`src/design/sys_pkg.sv`:
```
`default_nettype none

package sys_pkg;

	// Bus word types
	typedef logic [31:0] addr_t;	// Byte address
	typedef logic [31:0] data_t;	// Data word

	// RAM word index, address bits 11:2
	typedef logic [9:0] ram_idx_t;

	// Terminal word, bit 8 is the valid flag
	typedef logic [8:0] term_word_t;

	// Bus masters and their req/ack bit positions
	localparam int N_MASTERS = 2;
	localparam int PORT_DATA = 0;	// Data port wins ties
	localparam int PORT_INSN = 1;	// Instruction port

	// Address map
	localparam int RAM_WORDS = 1024;	// Aliases above this
	localparam int TERM_SEL_BIT = 31;	// Set selects terminal

	// Arbiter owner state
	typedef enum logic [1:0]
	{
		ARB_IDLE,	// No owner, grant next
		ARB_DATA,	// Data port owns bus
		ARB_INSN	// Instruction port owns bus
	} arb_state_t;

	// Master port sequencing
	typedef enum logic [1:0]
	{
		PS_IDLE,	// Waiting for Wishbone strobe
		PS_REQ,		// Request raised, no grant yet
		PS_XFER,	// Strobe on bus until ready
		PS_DONE		// Wishbone ack cycle
	} port_state_t;

endpackage

`default_nettype wire

```
`src/design/sys_master_port.sv`:
```
`timescale 1ns/1ps
`default_nettype none

module sys_master_port
	import sys_pkg::*;
(
	input  logic  clk,
	input  logic  rst_n,
	// Wishbone classic slave side
	input  logic  cyc,
	input  logic  stb,
	input  logic  we,
	input  addr_t adr,
	input  data_t dat_w,
	output data_t dat_r,
	output logic  ack,
	// Shared bus master side
	output logic  bus_req,
	input  logic  bus_ack,
	output addr_t bus_addr,
	output data_t bus_wdata,
	output logic  bus_rd,
	output logic  bus_wr,
	input  data_t bus_rdata,
	input  logic  bus_ready
);

	port_state_t state;
	port_state_t state_nxt;

	addr_t adr_q;		// Latched address
	data_t wdata_q;		// Latched write data
	logic  we_q;		// Latched direction
	data_t rdata_q;		// Captured read data

	logic  start;		// New Wishbone cycle
	logic  xfer;		// Strobe phase on bus

	assign start = cyc && stb && (state == PS_IDLE);
	assign xfer  = (state == PS_XFER);

	// Sequencer
	always_comb
	begin
		state_nxt = state;
		case (state)
			PS_IDLE:
				if (cyc && stb)
					state_nxt = PS_REQ;	// Request next cycle
			PS_REQ:
				if (bus_ack)
					state_nxt = PS_XFER;	// Granted
			PS_XFER:
				if (bus_ready)
					state_nxt = PS_DONE;	// Slave answered
			PS_DONE:
				state_nxt = PS_IDLE;	// Ack lasts one cycle
			default:
				state_nxt = PS_IDLE;
		endcase
	end

	always_ff @(posedge clk or negedge rst_n)
	begin
		if (!rst_n)
			state <= PS_IDLE;
		else
			state <= state_nxt;
	end

	// Request latch at cycle start
	always_ff @(posedge clk)
	begin
		if (start)
		begin
			adr_q   <= adr;
			wdata_q <= dat_w;
			we_q    <= we;
		end
	end

	// Read data capture on ready
	always_ff @(posedge clk)
	begin
		if (xfer && bus_ready && !we_q)
			rdata_q <= bus_rdata;
	end

	// Wired-OR bus, zero unless transferring
	assign bus_req   = (state == PS_REQ) || xfer;	// Dropped in PS_DONE
	assign bus_addr  = xfer ? adr_q : '0;
	assign bus_wdata = xfer ? wdata_q : '0;
	assign bus_rd    = xfer && !we_q;
	assign bus_wr    = xfer && we_q;

	// Wishbone return
	assign ack   = (state == PS_DONE);
	assign dat_r = rdata_q;

endmodule

`default_nettype wire

```
`config.mk`:
```
export PLATFORM = sky130hd
export DESIGN_NAME = sys_master_port
export DESIGN_NICKNAME = d
export VERILOG_FILES = /design/src/design/sys_pkg.sv /design/src/design/sys_master_port.sv
export SDC_FILE = /design/constraint.sdc
export NUM_CORES = 1
export LEC_CHECK = 0
export ABC_AREA = 1
export BUFFER_PORTS_ARGS = -buffer_cell sky130_fd_sc_hd__buf_4
export CORE_MARGIN = 10
export CORE_UTILIZATION = 40
export DETAILED_ROUTE_END_ITERATION = 10
export HOLD_SLACK_MARGIN = 0.1
export PLACE_DENSITY = 0.79
export SYNTH_ARGS = -nofsm -noshare
export SYNTH_HDL_FRONTEND = slang
export SYNTH_SLANG_ARGS = --single-unit
export TNS_END_PERCENT = 50
```
`constraint.sdc`:
```
create_clock -name clk -period 10.5 [get_ports clk]
set_input_delay 0 -clock clk [delete_from_list [all_inputs] [get_ports clk]]
set_output_delay 0 -clock clk [all_outputs]
set_load 0.02 [all_outputs]
```
==> impl_metrics.yaml, run 1 <==
status:
  status: "finished, final reports clean"
min_path:
  hp-start: "stb"
  min_path_type: "in2reg"
  holdPathEnd: "state[1]$_DFFE_PN0P_"
  hold_depth: 5
worst_setup_path:
  startpoint_type: "flop"
  cp_slowest_stage_delay_ps: 980
  worstSetupPathType: "reg2reg"
  critPathSlowestCell: "ha_2"
  arrival_ps: 2710
  worstSetupEndpointType: "flop"
  cpMostUsedCell: "inv_1"
  path_buf_inv: 3
  r2r_end: "dat_r[23]$_DFFE_PP_"
  worstPathMaxFanout: 67
  required_ps: 10500
  rr_startpoint: "state[0]$_DFFE_PN0P_"
  crit_chain: "inv_1 > ha_2 > inv_1 > nor3_2 > buf_4"
  cp_top_family: "adder cells"
  ff2ff_setup_slack_ps: 7780
  reg2reg_depth: 5
floorplanning:
  die_w_um: 116
  io_pins: 203
  initial_core_util: 0.415
  die_height_um: 116
  die-area_mm2: 0.0134
  core_area_mm2: 0.00881
  row_count: 34
grt:
  grt_util_all_layers: 0.170
  grt-ovfl-total: 0
  grt_antenna_before_repair: 1
  grt_pass1_vias: 3286
  grt_pass1_wl_mm: 17.6
  grt_max_degree: 68
sta:
  setup_tns_ps: 0
  finalHoldViolCount: 0
  slew_headroom: 0.201
  period_minus_slack_ps: 2720
  worst_slew_pin_slew_ps: 1200
  finalSetupViolations: 0
  rsz0062_at_grt: "false"
  final-max-slew-violation-count: 0
  max_freq_mhz: 368
  post-route-period-util: 0.259
  clock_skew_ps: 13.7
clock_network:
  postCtsSetupBuffers: 0
  cts_made_buffers: 9
  cts_tree: "done"
  clk_pin_slew_worst_paths_ps: 100
  worstSkewPairLatency_ps: 350
  clock_sinks: 99
  cts-root-buf: "clkbuf_8"
  clock_path_buffers: 2
  htreeDepth: 3
synthesis:
  synth_area_per_cell_um2: 14.0
  synth_cell_types: 13
  synth-warning-count: 0
  synth_top_area_cell: "edfxtp_1"
  synth.top_cell.area_share: 0.797
  seq_area_frac_synth: 0.810
  netlist_area_mm2: 0.00366
  synth.net_count: 368
  synthTopCellsByArea: "edfxtp_1 80%, nand2_1 7.6%, inv_1 6.3%"
  synthesis.instances: 261
  ys_seq_elements: 99
cells_and_area:
  postLayoutCellArea_mm2: 0.00647
  finalNetCount: 678
  final_common_cell: "buf_4"
  area_growth_pct: 77.0
  layout_common_cells: "204 x buf_4, 102 x dlygate4sd3_1, 97 x edfxtp_1, 74 x nand2_1, 61 x inv_1"
  drive_above_1_share: 0.403
  fillCellCount: 537
routing:
  drt-initial-drc-count: 149
  dr.pass1.iters: 4
  drtAntennaViolNets: 0
  via_per_inst: 4.33
  drcViolationCount: 0
  vias: 2976
  wl_per_cell_um: 17.0
  wl_mm: 11.7
flow_run:
  cap_violations: 0
pwr:
  switching_share: 0.357
  p_leak_nw: 3.17
  intPower_w: 0.000762
  peakVddDrop_mv: 0.134
  p_seq_frac: 0.420
  power_density_mw_per_mm2: 183
  combPwrFrac: 0.392
  netSwitchingPower_w: 0.000422
  clkPwrFrac: 0.188
placed_design:
  gp_congestion: 0.762
  place_hpwl_mm: 7.62
  port_buffers: 202
  placedInstanceArea_mm2: 0.00527
how the worst max path moves through the flow:
stage	end	startpoint	slack [ps]	cells past startpoint
after floorplan	adr_q[0]$_DFFE_PP_	state[0]$_DFFE_PN0P_	6620	4
after global placement	dat_r[20]$_DFFE_PP_	state[0]$_DFFE_PN0P_	7890	5
after detailed placement	dat_r[11]$_DFFE_PP_	state[0]$_DFFE_PN0P_	7760	5
after CTS	dat_r[12]$_DFFE_PP_	state[0]$_DFFE_PN0P_	7750	5
after global routing	dat_r[23]$_DFFE_PP_	state[0]$_DFFE_PN0P_	7480	5
final	dat_r[23]$_DFFE_PP_	state[0]$_DFFE_PN0P_	7780	5
metrics by stage:
step / total power [W] / utilization / hold WS, ps / cells / setup slack [ps]
2_1_floorplan: 0.000759 / - / -296 / 261 / 6620
3_3_place_gp: 0.000925 / 0.598 / -216 / 566 / 7890
3_5_place_dp: 0.000935 / 0.598 / -215 / 566 / 7760
4_1_cts: 0.00119 / 0.734 / 168 / 684 / 7750
5_1_grt: 0.00125 / 0.734 / 194 / 685 / 7480
6_report: 0.00118 / 0.735 / 177 / 687 / 7780
synth_stat cells:
master and n:
buf_2 1, buf_4 1, ha_1 4, inv_2 10
nor3_1 1, edfxtp_1 97, buf_6 5, nand3_1 1
nor2_1 2, dfrtp_1 2, inv_1 61, nand2_1 74
nand4_1 2
sequential cells by signal, summed over array words and instances (netlist names):
register  count
adr_q        32
wdata_q      32
state         2
dat_r        32
we_q          1
cells by family after synthesis:
logic type / synth area share
adders and majority gates: 0.0137
buffers and inverters: 0.0917
DFF: 0.810
and+or+nand+nor: 0.0842
power groups by stage:
stage,Clock (W),Sequential (W),Combinational (W)
after detailed placement,0,0.000506,0.000428
after floorplan,0,0.000519,0.000240
after global placement,0,0.000504,0.000421
after global routing,0.000243,0.000502,0.000503
final,0.000222,0.000498,0.000465
after CTS,0.000227,0.000497,0.000465
worst register-to-register path: cells and delay by family, from the launching register on:
family / cells / cell delay, ps
simple gates: 1 / 210
fa+ha+maj: 1 / 980
flops: 1 / 430
buf+inv: 3 / 730
cell type report:
class	instances	area, um2	area share
Antenna cell	3	7.51	0.00116
Sequential cell	99	2960	0.458
Clock buffer	9	124	0.0191
Tap cell	108	135	0.0209
Timing Repair Buffer	306	2550	0.394
Clock inverter	7	50.0	0.00773
Multi-Input combinational cell	84	373	0.0576
Inverter	71	267	0.0412
routing by layer:
metal / part of all wire / vias to the layer above / GRT usage
li1: - / 1438 / -
met2: 0.51 / 151 / 0.298
met4: 0.026 / 0 / 0.0777
met5: 0 / - / 0
met1: 0.36 / 1363 / 0.174
met3: 0.11 / 24 / 0.0713
timing repair:
| item | in CTS | in global routing |
|---|---|---|
| endpoints found under the hold margin | 101 | 0 |
| hold buffers | 102 | 0 |
| resized for setup | 0 | 0 |
Power figures use the tool's default switching activity.
==> inputs of run 2 (changes only) <==
==> constraint.sdc (replaced) <==
create_clock -name clk -period 2.8 [get_ports clk]
set_input_delay 0 -clock clk [delete_from_list [all_inputs] [get_ports clk]]
set_output_delay 0 -clock clk [all_outputs]
set_load 0.02 [all_outputs]
==> run 2 against run 1 <==
Effect of this change: clock skew shrank 3.4 ps; core utilization up 0.26 points; die area did not move; first-iteration DRC count up 26%; non-clock buffer count down 1; final area grew 0.35%; clock-buffer cell count up 1; wire length is 2.5% higher; sequential share of layout area shrank 0.16 points; sequential cell count is the same; cell count shrank 0.29%; worst hold slack got worse by 62 ps; largest power group unchanged.
==> impl_metrics.yaml, run 2 (synthesis results as in run 1) <==
status:
  status: "finished, final reports clean"
clock_network:
  cts_tree: "done"
  worstSkewPairLatency_ps: 350
  clock_path_buffers: 2
  postCtsSetupBuffers: 0
  htreeDepth: 3
  cts_made_buffers: 9
  clock_sinks: 99
  cts-root-buf: "clkbuf_8"
  clk_pin_slew_worst_paths_ps: 90
cells_and_area:
  postLayoutCellArea_mm2: 0.00649
  final_common_cell: "buf_4"
  drive_above_1_share: 0.405
  area_growth_pct: 77.6
  layout_common_cells: "204 x buf_4, 100 x dlygate4sd3_1, 97 x edfxtp_1, 74 x nand2_1, 61 x inv_1"
  finalNetCount: 677
grt:
  grt_pass1_wl_mm: 18.4
  grt_max_degree: 67
  grt_antenna_before_repair: 1
  grt_util_all_layers: 0.179
  grt_pass1_vias: 3328
  grt-ovfl-total: 0
routing:
  dr.pass1.iters: 4
  drtAntennaViolNets: 0
  drt-initial-drc-count: 188
  wl_mm: 12.0
  via_per_inst: 4.26
  vias: 2920
  wl_per_cell_um: 17.5
  drcViolationCount: 0
sta:
  layout_setup_ws_ps: 822
  setup_tns_ps: 0
  slew_headroom: 0.561
  finalSetupViolations: 0
  rsz0062_at_grt: "false"
  max_freq_mhz: 505
  post-route-period-util: 0.707
  worst_slew_pin_slew_ps: 659
  finalHoldViolCount: 0
  final-max-slew-violation-count: 0
  clock_skew_ps: 10.4
  period_minus_slack_ps: 1980
pwr:
  switching_share: 0.350
  clkPwrFrac: 0.199
  power_density_mw_per_mm2: 696
  combPwrFrac: 0.388
  peakVddDrop_mv: 0.456
  netSwitchingPower_w: 0.00158
  p_seq_frac: 0.414
  intPower_w: 0.00294
  p_leak_nw: 3.19
floorplanning:
  io_pins: 203
  die_w_um: 116
  initial_core_util: 0.415
  row_count: 34
  die-area_mm2: 0.0134
  die_height_um: 116
  core_area_mm2: 0.00881
worst_setup_path:
  startpoint_type: "flop"
  reg2reg_depth: 7
  r2r_end: "state[0]$_DFFE_PN0P_"
  worstSetupEndpointType: "primary output"
  worstPathMaxFanout: 66
  ff2ff_setup_slack_ps: 1020
  worstSetupPathType: "reg2out"
  rr_startpoint: "state[0]$_DFFE_PN0P_"
  arrival_ps: 1980
  required_ps: 2800
placed_design:
  gp_congestion: 0.740
  placedInstanceArea_mm2: 0.00530
  place_hpwl_mm: 7.64
  pre_cts_ws_ps: 1040
  port_buffers: 202
min_path:
  holdPathEnd: "state[0]$_DFFE_PN0P_"
  hold_depth: 5
  min_path_type: "in2reg"
  hp-start: "bus_ready"
flow_run:
  cap_violations: 0
==> run 2: changes by cell type in the layout (fill, tap and decap cells not counted) <==
cell | before | now
clkinv_2 | 1 | 2
clkbuf_1 | 0 | 1
clkinvlp_4 | 2 | 1
nor3_4 | 0 | 1
clkinv_1 | 1 | 0
dlygate4sd3_1 | 102 | 100
nor3_2 | 1 | 0
bufinv_16 | 0 | 1
inv_6 | 3 | 1
clkinv_4 | 0 | 1
diode_2 | 3 | 2
buf_12 | 0 | 1
==> run 2: power groups by stage <==
stage               Clock [W]  Sequential [W]  Combinational, W
floorplan                   0         0.00193          0.000907
global placement            0         0.00189           0.00160
detailed placement          0         0.00190           0.00163
CTS                  0.000924         0.00187           0.00176
global route         0.000983         0.00189           0.00190
finish               0.000898         0.00187           0.00175
==> run 2: metal layers <==
metal	track usage	wire, um
met1	0.189	4400
met2	0.308	5910
met3	0.0894	1550
met4	0.0541	144
met5	0	0
==> run 2: worst max path at each step <==
stage                               from                    to  slack [ps]
CTS                 state[0]$_DFFE_PN0P_         bus_wdata[26]         800
global route        state[0]$_DFFE_PN0P_         bus_wdata[24]         620
detailed placement  state[0]$_DFFE_PN0P_  state[0]$_DFFE_PN0P_        1040
finish              state[0]$_DFFE_PN0P_          bus_addr[17]         820
global placement    state[0]$_DFFE_PN0P_  state[1]$_DFFE_PN0P_        1120
floorplan           state[0]$_DFFE_PN0P_    dat_r[0]$_DFFE_PP_         350
==> run 2: through the flow <==
step | std cells | hold slack (ps) | total power (W) | util
after global placement | 567 | -215 | 0.00349 | 0.601
after CTS | 683 | 100 | 0.00454 | 0.737
after global routing | 684 | 142 | 0.00477 | 0.737
final | 685 | 115 | 0.00452 | 0.737
after detailed placement | 567 | -210 | 0.00353 | 0.601
after floorplan | 261 | -296 | 0.00284 | -
==> run 2: layout make-up <==
cell class,instances,area [um2]
diodes,2,5.00
clock buffers,10,128
clock inverters,6,65.1
fillers,543,2310
inverters,71,267
multi-input cells,84,379
flip-flops and latches,99,2960
well taps,108,135
repair buffers,305,2550
==> run 2: critical path, stage by stage (launching register included) <==
cell and delay, ps:
dfrtp_1 420, inv_1 100, ha_2 180, buf_4 520, nand2_1 150, inv_2 80, buf_4 140
==> run 2: timing repair <==
action,in CTS,in global routing
hold buffers,100,0
gates resized for setup,0,0
endpoints found under the hold margin,101,0
