### src/design/sys_pkg.sv
`default_nettype none

package sys_pkg;

	// Bus word types
	typedef logic [31:0] addr_t;	// Byte address
	typedef logic [31:0] data_t;	// Data word

	// RAM word index, address bits 11:2
	typedef logic [9:0] ram_idx_t;

	// Terminal word, bit 8 is the valid flag
	typedef logic [8:0] term_word_t;

	// Bus masters and their req/ack bit positions
	localparam int N_MASTERS = 2;
	localparam int PORT_DATA = 0;	// Data port wins ties
	localparam int PORT_INSN = 1;	// Instruction port

	// Address map
	localparam int RAM_WORDS = 1024;	// Aliases above this
	localparam int TERM_SEL_BIT = 31;	// Set selects terminal

	// Arbiter owner state
	typedef enum logic [1:0]
	{
		ARB_IDLE,	// No owner, grant next
		ARB_DATA,	// Data port owns bus
		ARB_INSN	// Instruction port owns bus
	} arb_state_t;

	// Master port sequencing
	typedef enum logic [1:0]
	{
		PS_IDLE,	// Waiting for Wishbone strobe
		PS_REQ,		// Request raised, no grant yet
		PS_XFER,	// Strobe on bus until ready
		PS_DONE		// Wishbone ack cycle
	} port_state_t;

endpackage

`default_nettype wire

### src/design/sys_terminal.sv
`timescale 1ns/1ps
`default_nettype none

module sys_terminal
	import sys_pkg::*;
(
	input  logic       clk,
	input  logic       rst_n,
	input  addr_t      bus_addr,
	input  data_t      bus_wdata,
	input  logic       bus_rd,
	input  logic       bus_wr,
	output data_t      bus_rdata,
	output logic       bus_ready,
	output term_word_t sys_odata,	// Bit 8 marks a pending char
	input  logic       sys_tookdata,	// Host took the char
	input  term_word_t sys_idata	// Host input word
);

	term_word_t odata_q;	// Outgoing char and valid
	data_t      rdata_q;	// Registered read word
	logic       ready_q;	// One-cycle response
	logic       hit;	// Address is ours
	logic       pending;	// Char not yet taken
	logic       wr_go;	// Write accepted now
	logic       rd_go;	// Read accepted now

	assign hit     = bus_addr[TERM_SEL_BIT];
	assign pending = odata_q[8];

	// Writes stall while a char is pending
	assign wr_go = hit && bus_wr && !ready_q && !pending;
	assign rd_go = hit && bus_rd && !ready_q;

	// Output char register
	always_ff @(posedge clk or negedge rst_n)
	begin
		if (!rst_n)
			odata_q <= '0;
		else if (wr_go)
			odata_q <= {1'b1, bus_wdata[7:0]};	// Set valid
		else if (sys_tookdata)
			odata_q[8] <= 1'b0;	// Host consumed it
	end

	// Read word, zeroed on writes
	always_ff @(posedge clk)
	begin
		if (rd_go)
			rdata_q <= data_t'(sys_idata);	// Zero-extend
		else if (wr_go)
			rdata_q <= '0;
	end

	// Ready one cycle after acceptance
	always_ff @(posedge clk or negedge rst_n)
	begin
		if (!rst_n)
			ready_q <= 1'b0;
		else
			ready_q <= wr_go || rd_go;
	end

	assign bus_ready = ready_q;
	assign bus_rdata = ready_q ? rdata_q : '0;	// Quiet on wired-OR
	assign sys_odata = odata_q;

endmodule

`default_nettype wire

### config.mk
export PLATFORM = sky130hd
export DESIGN_NAME = sys_terminal
export DESIGN_NICKNAME = d
export VERILOG_FILES = /design/src/design/sys_pkg.sv /design/src/design/sys_terminal.sv
export SDC_FILE = /design/constraint.sdc
export NUM_CORES = 1
export LEC_CHECK = 0
export ABC_AREA = 1
export BUFFER_PORTS_ARGS = -buffer_cell sky130_fd_sc_hd__buf_2
export CAP_MARGIN = 30
export CORE_MARGIN = 8
export CORE_UTILIZATION = 30
export CTS_CLUSTER_SIZE = 10
export DETAILED_ROUTE_END_ITERATION = 8
export PLACE_DENSITY = 0.75
export REMOVE_ABC_BUFFERS = 1
export SKIP_CTS_REPAIR_TIMING = 1
export SYNTH_ARGS = -nofsm -noshare
export SYNTH_HDL_FRONTEND = slang
export SYNTH_SLANG_ARGS = --single-unit
### constraint.sdc
create_clock -name clk -period 1.22 [get_ports clk]
set_input_delay 0.244 -clock clk [delete_from_list [all_inputs] [get_ports clk]]
set_output_delay 0.244 -clock clk [all_outputs]
set_load 0.02 [all_outputs]
==> metrics.md, run 1 <==
| Metric | Value |
|---|---|
| 1st-iter DRT viols | `23` |
| Count leader, synth | `nand2_1` |
| Proportion of synthesized chip area in sequential cells | `0.512` |
| Routed vias | `797` |
| Number of remaining DRC errors | `0` |
| Final antenna diode count | `0` |
| Number of enable flip-flop cells after synthesis | `9` |
| Count of yosys warnings during synthesis | `0` |
| Portion of total power attributed to sequential cells | `0.471` |
| Worst-case setup margin in the final layout | `-103 ps` |
| Layer carrying the most global-route usage | `met2` |
| Category of the worst setup path launch point | `flip-flop` |
| Die outline height | `74.2 um` |
| Internal cell power | `1.14 mW` |
| Total congestion overflow after global routing | `0` |
| Critical setup path kind | `flip-flop to primary output` |
| Largest net degree at the start of global routing | `11` |
| Via count of the first global-routing pass | `734` |
| Kind of end point of the critical path | `primary output` |
| Share of cell area taken by muxes after synthesis | `0` |
| Max Slew Vio Count | `0` |
| Simple-Gate Fraction of Synth Area | `0.221` |
| Length of the first detailed-routing pass in iterations | `2` |
| Initial antenna violation count | `0` |
| Critical path's slowest cell | `dfrtp_2` |
| Run status | `finished with violations` |
| Leading post-synthesis cells by instance count | `nand2_1, buf_4, inv_1` |
| Flip-flop and latch count after synthesis | `19` |
| Total net switching power | `622 uW` |
| R2R Setup Slk | `-30 ps` |
| Seq. cell area | `roughly 520 um2` |
| IO Port Bufs | `41` |
| Net Sw Frac | `0.352` |
| Fraction of the mapped netlist area in compound gates | `0.00492` |
| Clock transition at path regs | `100 ps` |
| Growth of design area from synthesis to finish | `38.9%` |
| Leakage | `0.830 nW` |
| Routed WL per cell | `10.9 um` |
| Final Hold Fails | `0` |
| DIE WIDTH | `74.2 um` |
| Multi-input gate area in the final layout | `349 um2` |
| Area of the core region | `roughly 0.0033 mm2` |
| Placement Rows | `21` |
| Buffer depth of the longest clock path | `2` |
| Combined area of all synthesized cells | `0.00102 mm2` |
| Clock network power share | `0.172` |
| Fraction of the mapped netlist area in adder cells | `0` |
| Library cell occupying the most area in the post-synthesis netlist | `edfxtp_1` |
| Largest cells by area after synthesis | `edfxtp_1, dfrtp_1, buf_4` |
| Final min period | `1320 ps` |
| Drt via density | `between 3 and 4` |
| Remaining number of nets flagged by the antenna check after routing | `0` |
| Worst slack after detailed placement | `41.6 ps` |
| Number of buffers added by the clock tree synthesis step | `3` |
| Final HPWL from detailed placement | `1800 um` |
| Layout net count | `around 250` |
| Cells along the critical path | `buf_6, nand2_2, inv_2, buf_6` |
| # setup viols final | `19` |
| FILL cells | `331` |
| GPL Wtd Cong | `0.781` |
| Post-synthesis async set-or-reset flop share | `0.526` |
| Global-route track usage on met1 | `0.0725` |
| Clock insertion delay at the later pin of the skew report | `280 ps` |
| Total routing usage reported by global routing | `0.0732` |
| Tcrit/Tclk final | `1.08` |
| Main synth FF type | `dfrtp_1` |
| H-Tree Level Count | `1` |
| Portion of total power attributed to combinational logic | `0.357` |
| Starting density of the core | `0.310` |
| Max rail drop VDD | `0.446 mV` |
| Violations in the final reports | `negative setup slack` |
| Data required, critical path | `980 ps` |
| Largest fanout of any net on the critical path | `5` |
| TritonCTS clock tree | `yes` |
| GR met3 Demand/Resource | `0.0148` |
| Peak clock frequency supported by timing | `756 MHz` |
| Number of buffers and inverters on the critical path | `3` |
| Clk sink count | `19` |
| Crit path max-delay family | `flip-flops` |
| Xor/xnor share of the synthesized area | `0` |
| RSZ-0062 raised after global routing | `true` |
| # IOs | `120` |
| Most used cell along the critical path | `buf_6` |
| Cell count after synthesis | `113` |
| Global-route track usage on met2 | `0.132` |
| Setup Skew | `6.73 ps` |
| Classification of the worst-slack hold path | `input pin to flip-flop` |
| Fin util | `0.430` |
| Power density cells | `1250 mW/mm2` |
| Proportion of layout cells with a drive suffix above 1 | `0.456` |
| Synthesized area per cell | `around 9 um2` |
| Die area | `between 0.005 and 0.006 mm2` |
| Arrival time at the worst endpoint | `approximately 1100 ps` |
| Largest family of logic cells by synthesized area | `buffers and inverters` |
| Number of violations of the max-capacitance limit | `0` |
| Final wirelength | `2340 um` |
| Synth top area share | `0.266` |
| Wire length of the first global-routing pass | `3110 um` |
| Unique masters post-synth | `13` |
| Cell at the root of the clock tree | `clkbuf_4` |
| CP peak stage delay | `about 440 ps` |
==> sequential cells by signal, summed over array words and instances (netlist names) <==
register and flops:
bus_ready 1, rdata_q 9, sys_odata 9
==> power by group through the flow <==
stage / combinational, mW / sequential, mW / clock (mW)
floorplan: 0.222 / 0.946 / 0
global placement: 0.541 / 0.837 / 0
finish: 0.630 / 0.832 / 0.304
global route: 0.687 / 0.843 / 0.324
CTS: 0.546 / 0.828 / 0.306
detailed placement: 0.546 / 0.841 / 0
==> path summary, 6_finish.rpt <==
path	cells after the start	from	to
max	4	bus_ready	bus_rdata[8]
min	2	sys_tookdata	sys_odata[8]
max reg2reg	5	bus_ready	rdata_q[0]
min reg2reg	2	sys_odata[2]	sys_odata[2]
max in group asynchronous	2	rst_n	bus_ready
min in group asynchronous	2	rst_n	sys_odata[8]
==> kinds of logic after synthesis <==
logic type | after synthesis
simple gates | 47
other cells | 1
buf+inv | 45
compound gates | 1
flops | 19
==> cell type report <==
type | count | area share
flip-flops and latches | 19 | 0.369
repair buffers | 54 | 0.268
multi-input cells | 71 | 0.247
inverters | 21 | 0.0558
well taps | 46 | 0.0407
clock buffers | 4 | 0.0186
==> worst register-to-register path, stage by stage, from the launching register on <==
cell     delay, ps
dfrtp_2        440
buf_4          160
nor2_8         120
nand2_4         70
nand2_4         80
buf_6          110
==> through the flow <==
step / std cells / hold slack (ps) / setup TNS [ps] / area (um2) / total power [mW]
5_1_grt: 215 / 149 / -2100 / 1410 / 1.85
6_report: 215 / 152 / -1130 / 1410 / 1.77
3_5_place_dp: 206 / 114 / 0 / 1240 / 1.39
4_1_cts: 210 / -206 / -2100 / 1260 / 1.68
3_3_place_gp: 206 / 110 / 0 / 1240 / 1.38
2_1_floorplan: 111 / -51.6 / -2560 / 916 / 1.17
==> metal layers <==
layer	wire length, um	vias to the layer above
met5	0	-
met4	61	0
met3	218	4
met2	1230	31
met1	828	358
li1	-	404
==> cell usage in the layout (no fill, tap or decap) <==
cell	n
buf_4	9
nand2_1	18
dfrtp_2	1
clkbuf_4	3
o21ai_0	1
buf_6	13
dfrtp_1	9
inv_2	7
nand3_1	8
nand2_4	4
nand2_2	6
buf_2	31
nor2_8	1
edfxtp_1	9
inv_1	14
nor2_1	8
conb_1	23
clkbuf_1	1
nor2_2	1
nor2_4	1
dlygate4sd3_1	1
Note: power is estimated with default switching activity, not from simulation.
==> run 2: changes to the inputs <==
Settings changed: CORE_ASPECT_RATIO set to 0.5.
==> metrics.md, run 2 (synthesis results as in run 1) <==
| Metric | Value |
|---|---|
| Run status | `finished with violations` |
| Violations in the final reports | `negative setup slack` |
| Max Slew Vio Count | `0` |
| Clock transition at path regs | `70 ps` |
| # setup viols final | `19` |
| Cells along the critical path | `buf_4, nor2_8, nand2_4, nand2_4, clkbuf_16` |
| Number of remaining DRC errors | `0` |
| Layout net count | `246` |
| Final Hold Fails | `0` |
| Buffer depth of the longest clock path | `2` |
| Number of violations of the max-capacitance limit | `0` |
| # IOs | `120` |
| Category of the worst setup path launch point | `flip-flop` |
| Critical setup path kind | `flip-flop to flip-flop` |
| Kind of end point of the critical path | `flip-flop` |
| Seq. cell area | `522 um2` |
| Fin util | `0.431` |
| RSZ-0062 raised after global routing | `true` |
| Number of buffers and inverters on the critical path | `2` |
| Startpoint of the most critical setup path | `bus_ready` |
| Worst-case setup margin in the final layout | `-69.7 ps` |
| Total routing usage reported by global routing | `0.0858` |
| Growth of design area from synthesis to finish | `41.5%` |
| Max rail drop VDD | `approximately 0.6 mV` |
| Final HPWL from detailed placement | `~2000 um` |
| Multi-input gate area in the final layout | `357 um2` |
| Crit path max-delay family | `flip-flops` |
| Routed vias | `809` |
| Hold Crit Start | `sys_tookdata` |
| Total power | `1.92 mW` |
| Data required, critical path | `1200 ps` |
| Arrival time at the worst endpoint | `1270 ps` |
| Remaining number of nets flagged by the antenna check after routing | `0` |
| FILL cells | `334` |
| Most used cells in the layout excluding fill and tap cells | `buf_2, conb_1, nand2_1, inv_1, buf_6` |
| H-Tree Level Count | `1` |
| Most used cell along the critical path | `nand2_4` |
| TritonCTS clock tree | `yes` |
| Final antenna diode count | `0` |
| Largest net degree at the start of global routing | `11` |
| GPL Wtd Cong | `just over 0.7` |
| Reg2Reg Launch Point | `bus_ready` |
| Cell at the root of the clock tree | `clkbuf_8` |
| Leakage | `0.825 nW` |
| Area of the core region | `0.00334 mm2` |
| Largest fanout of any net on the critical path | `5` |
| Worst hold slack | `roughly 180 ps` |
| Critical path's slowest cell | `dfrtp_2` |
| Most common cell after layout, fill and taps aside | `buf_2` |
| Initial antenna violation count | `0` |
| Clock insertion delay at the later pin of the skew report | `250 ps` |
| Peak clock frequency supported by timing | `775 MHz` |
| Wire length of the first global-routing pass | `3880 um` |
| Total congestion overflow after global routing | `0` |
| Post-route insts no fill | `209` |
| Power density cells | `around 1300 mW/mm2` |
| Length of the first detailed-routing pass in iterations | `4` |
| IO Port Bufs | `41` |
| DIE WIDTH | `98.4 um` |
| Final wirelength | `2530 um` |
| Post-Place Cells | `200` |
| Die outline height | `between 50 and 60 um` |
| Die area | `around 0.0056 mm2` |
| Starting density of the core | `0.304` |
| Via count of the first global-routing pass | `between 800 and 900` |
| Routed WL per cell | `between 10 and 15 um` |
| Number of buffers added by the clock tree synthesis step | `3` |
| Setup Skew | `approximately 2.9 ps` |
| Drt via density | `3.87` |
| Clk sink count | `19` |
| CP peak stage delay | `430 ps` |
| Final min period | `1290 ps` |
| Proportion of layout cells with a drive suffix above 1 | `0.491` |
| Tcrit/Tclk final | `1.06` |
| Placement Rows | `15` |
| Classification of the worst-slack hold path | `input pin to flip-flop` |
| 1st-iter DRT viols | `34` |
| Worst slack after detailed placement | `around 38 ps` |
-- run 2: cell count changes in the layout (fill, tap and decap cells not counted), sizes merged --
cell | before | now
clkbuf | 4 | 5
buf | 53 | 50
-- run 2: per-stage QoR --
stage               TNS [ps]  cell area (um2)
finish                  -989             1440
global route           -1700             1440
CTS                    -1880             1280
detailed placement         0             1230
global placement           0             1230
floorplan              -2560              916
-- run 2: worst paths after layout --
path,end,cells past startpoint,slack [ps]
max,rdata_q[4],5,-70
min in group asynchronous,sys_odata[0],2,370
max reg2reg,rdata_q[4],5,-70
min reg2reg,sys_odata[3],2,470
min,sys_odata[8],2,180
max in group asynchronous,bus_ready,2,640
-- run 2: per-layer routing --
layer	vias up	share of wire	wire, um	global-route usage
met3	4	0.087	219	0.0364
li1	396	-	-	-
met1	376	0.33	834	0.0752
met2	33	0.57	1440	0.173
met5	-	0	0	0
met4	0	0.016	40	0.0302
-- run 2: cell type report --
type                            count  area share
Sequential cell                    19       0.363
Timing Repair Buffer               52       0.267
Multi-Input combinational cell     71       0.248
Inverter                           21      0.0548
Tap cell                           42      0.0365
Clock buffer                        4      0.0313
-- run 2: worst reg2reg max path, stage by stage, from the launching register on --
cell	delay (ps)
dfrtp_2	430
buf_4	160
nor2_8	120
nand2_4	70
nand2_4	100
clkbuf_16	140
-- run 2: report_power, final --
group	switching (mW)	total, mW	internal [mW]
Combinational	0.409	0.654	0.245
Clock	0.194	0.425	0.232
Sequential	0.0555	0.836	0.781
==> run 3: changes to the inputs <==
Settings changed: SKIP_CTS_REPAIR_TIMING 1 to unset.
==> metrics.md, run 3 (synthesis results as in run 1) <==
| Metric | Value |
|---|---|
| Critical setup path kind | `flip-flop to primary output` |
| Most used cells in the layout excluding fill and tap cells | `buf_2, conb_1, nand2_1, inv_1, buf_6` |
| Run status | `finished with violations` |
| Clock transition at path regs | `roughly 70 ps` |
| IO Port Bufs | `a little over 40` |
| Fin util | `0.434` |
| Power density cells | `1320 mW/mm2` |
| R2R Setup Slk | `-50 ps` |
| Arrival time at the worst endpoint | `1030 ps` |
| Number of violations of the max-capacitance limit | `0` |
| TritonCTS clock tree | `yes` |
| Post-Place Cells | `200` |
| Remaining number of nets flagged by the antenna check after routing | `0` |
| Category of the worst setup path launch point | `flip-flop` |
| Worst-case reg-to-reg path depth | `5` |
| CP peak stage delay | `410 ps` |
| Final antenna diode count | `0` |
| Total congestion overflow after global routing | `0` |
| Via count of the first global-routing pass | `844` |
| Final Hold Fails | `0` |
| Drt via density | `3.81` |
| Leakage | `0.842 nW` |
| Critical path's slowest cell | `dfrtp_1` |
| Number of cells on the worst hold path | `2` |
| Die outline height | `57.2 um` |
| Portion of total power attributed to sequential cells | `0.436` |
| Final HPWL from detailed placement | `between 1500 and 2000 um` |
| Hold Crit Start | `sys_tookdata` |
| Starting density of the core | `0.304` |
| Kind of end point of the critical path | `primary output` |
| Internal cell power | `~1.3 mW` |
| Routed vias | `796` |
| Placement Rows | `15` |
| Peak clock frequency supported by timing | `785 MHz` |
| Clock network power share | `0.221` |
| GPL Wtd Cong | `about 0.72` |
| Final min period | `1270 ps` |
| Clock insertion delay at the later pin of the skew report | `250 ps` |
| Post-route insts no fill | `209` |
| DIE WIDTH | `98.4 um` |
| 1st-iter DRT viols | `35` |
| Net Sw Frac | `0.343` |
| Length of the first detailed-routing pass in iterations | `4` |
| Largest net degree at the start of global routing | `11` |
| Data required, critical path | `980 ps` |
| # IOs | `120` |
| Number of buffers and inverters on the critical path | `3` |
| Max rail drop VDD | `~0.6 mV` |
| Setup Skew | `1.91 ps` |
| Wire length of the first global-routing pass | `4000 um` |
| Proportion of layout cells with a drive suffix above 1 | `0.479` |
| Largest fanout of any net on the critical path | `5` |
| End of the worst register-to-register path | `rdata_q[3]` |
| Violations in the final reports | `negative setup slack` |
| RSZ-0062 raised after global routing | `true` |
| Clk sink count | `19` |
| H-Tree Level Count | `1` |
| Routed WL per cell | `11.7 um` |
| Most common cell after layout, fill and taps aside | `buf_2` |
| Setup total negative slack | `-720 ps` |
| Layout net count | `246` |
| Total net switching power | `659 uW` |
| Cells along the critical path | `buf_6, nand2_2, inv_2, buf_6` |
| # setup viols final | `18` |
| Buffer depth of the longest clock path | `2` |
| End point of the most critical hold path | `sys_odata[8]` |
| Reg2Reg Launch Point | `bus_ready` |
| Area of the core region | `0.00334 mm2` |
| Cell at the root of the clock tree | `clkbuf_8` |
| Portion of total power attributed to combinational logic | `0.343` |
| Classification of the worst-slack hold path | `input pin to flip-flop` |
| Most used cell along the critical path | `buf_6` |
| Tcrit/Tclk final | `1.04` |
| Total routing usage reported by global routing | `0.0892` |
| Number of remaining DRC errors | `0` |
| Number of buffers added by the clock tree synthesis step | `3` |
| Die area | `roughly 0.0056 mm2` |
| Max Slew Vio Count | `0` |
| Initial antenna violation count | `0` |
| Growth of design area from synthesis to finish | `42.7%` |
| Worst-case setup margin in the final layout | `-54.1 ps` |
| Crit path max-delay family | `flip-flops` |
| Final wirelength | `approximately 2500 um` |
## run 3: cell counts in the layout (fill, tap and decap cells not counted)
Identical to the previous run, type by type.
## run 3: how the worst max path moves through the flow
stage | startpoint | depth (start not counted) | slack [ps] | endpoint
finish | bus_ready | 4 | -50 | bus_rdata[1]
global route | bus_ready | 4 | -90 | bus_rdata[1]
CTS | bus_ready | 4 | -60 | bus_rdata[1]
detailed placement | bus_ready | 4 | 40 | rdata_q[8]
global placement | bus_ready | 4 | 60 | rdata_q[7]
floorplan | bus_ready | 3 | -280 | rdata_q[0]
## run 3: routing by layer
layer	share of wire	vias up	track usage	wire length (um)
met5	0	-	0	0
met4	0.010	0	0.0302	25
met3	0.089	2	0.0376	219
met2	0.57	30	0.178	1390
met1	0.33	367	0.0801	816
li1	-	397	-	-
## run 3: power groups by stage
| stage | clock (mW) | sequential (mW) | combinational, mW |
|---|---|---|---|
| 2_1_floorplan | 0 | 0.946 | 0.222 |
| 3_3_place_gp | 0 | 0.839 | 0.539 |
| 3_5_place_dp | 0 | 0.847 | 0.556 |
| 4_1_cts | 0.445 | 0.835 | 0.622 |
| 5_1_grt | 0.474 | 0.851 | 0.714 |
| 6_report | 0.426 | 0.837 | 0.659 |
## run 3: worst register-to-register path, stage by stage, from the launching register on
cell and delay [ps]:
dfrtp_1 410, buf_4 170, nor2_8 120, nand2_4 70
nand2_4 90, clkbuf_16 140
## run 3: area by class of cell
type,count,area (um2)
clock buffers,4,45.0
fillers,334,1890
inverters,21,78.8
multi-input cells,71,364
flip-flops and latches,19,520
well taps,42,52.6
repair buffers,52,390
## run 3: per-stage QoR
stage | total power, mW | hold WS [ps] | worst slack (ps) | area [um2]
2_1_floorplan | 1.17 | -51.6 | -277 | 916
3_3_place_gp | 1.38 | 108 | 62.1 | 1230
3_5_place_dp | 1.40 | 115 | 37.7 | 1230
4_1_cts | 1.90 | 168 | -55.4 | 1380
5_1_grt | 2.04 | 187 | -94.1 | 1450
6_report | 1.92 | 178 | -54.1 | 1450
## run 3: timing repair
action | in CTS | in global routing
endpoints found under the hold margin | 10 | 0
gates resized for setup | 34 | 14
setup endpoints to repair | 10 | 20
hold buffers | 1 | 0
pin swaps | 1 | 0
cloned | 1 | 1
setup buffers | 1 | 1
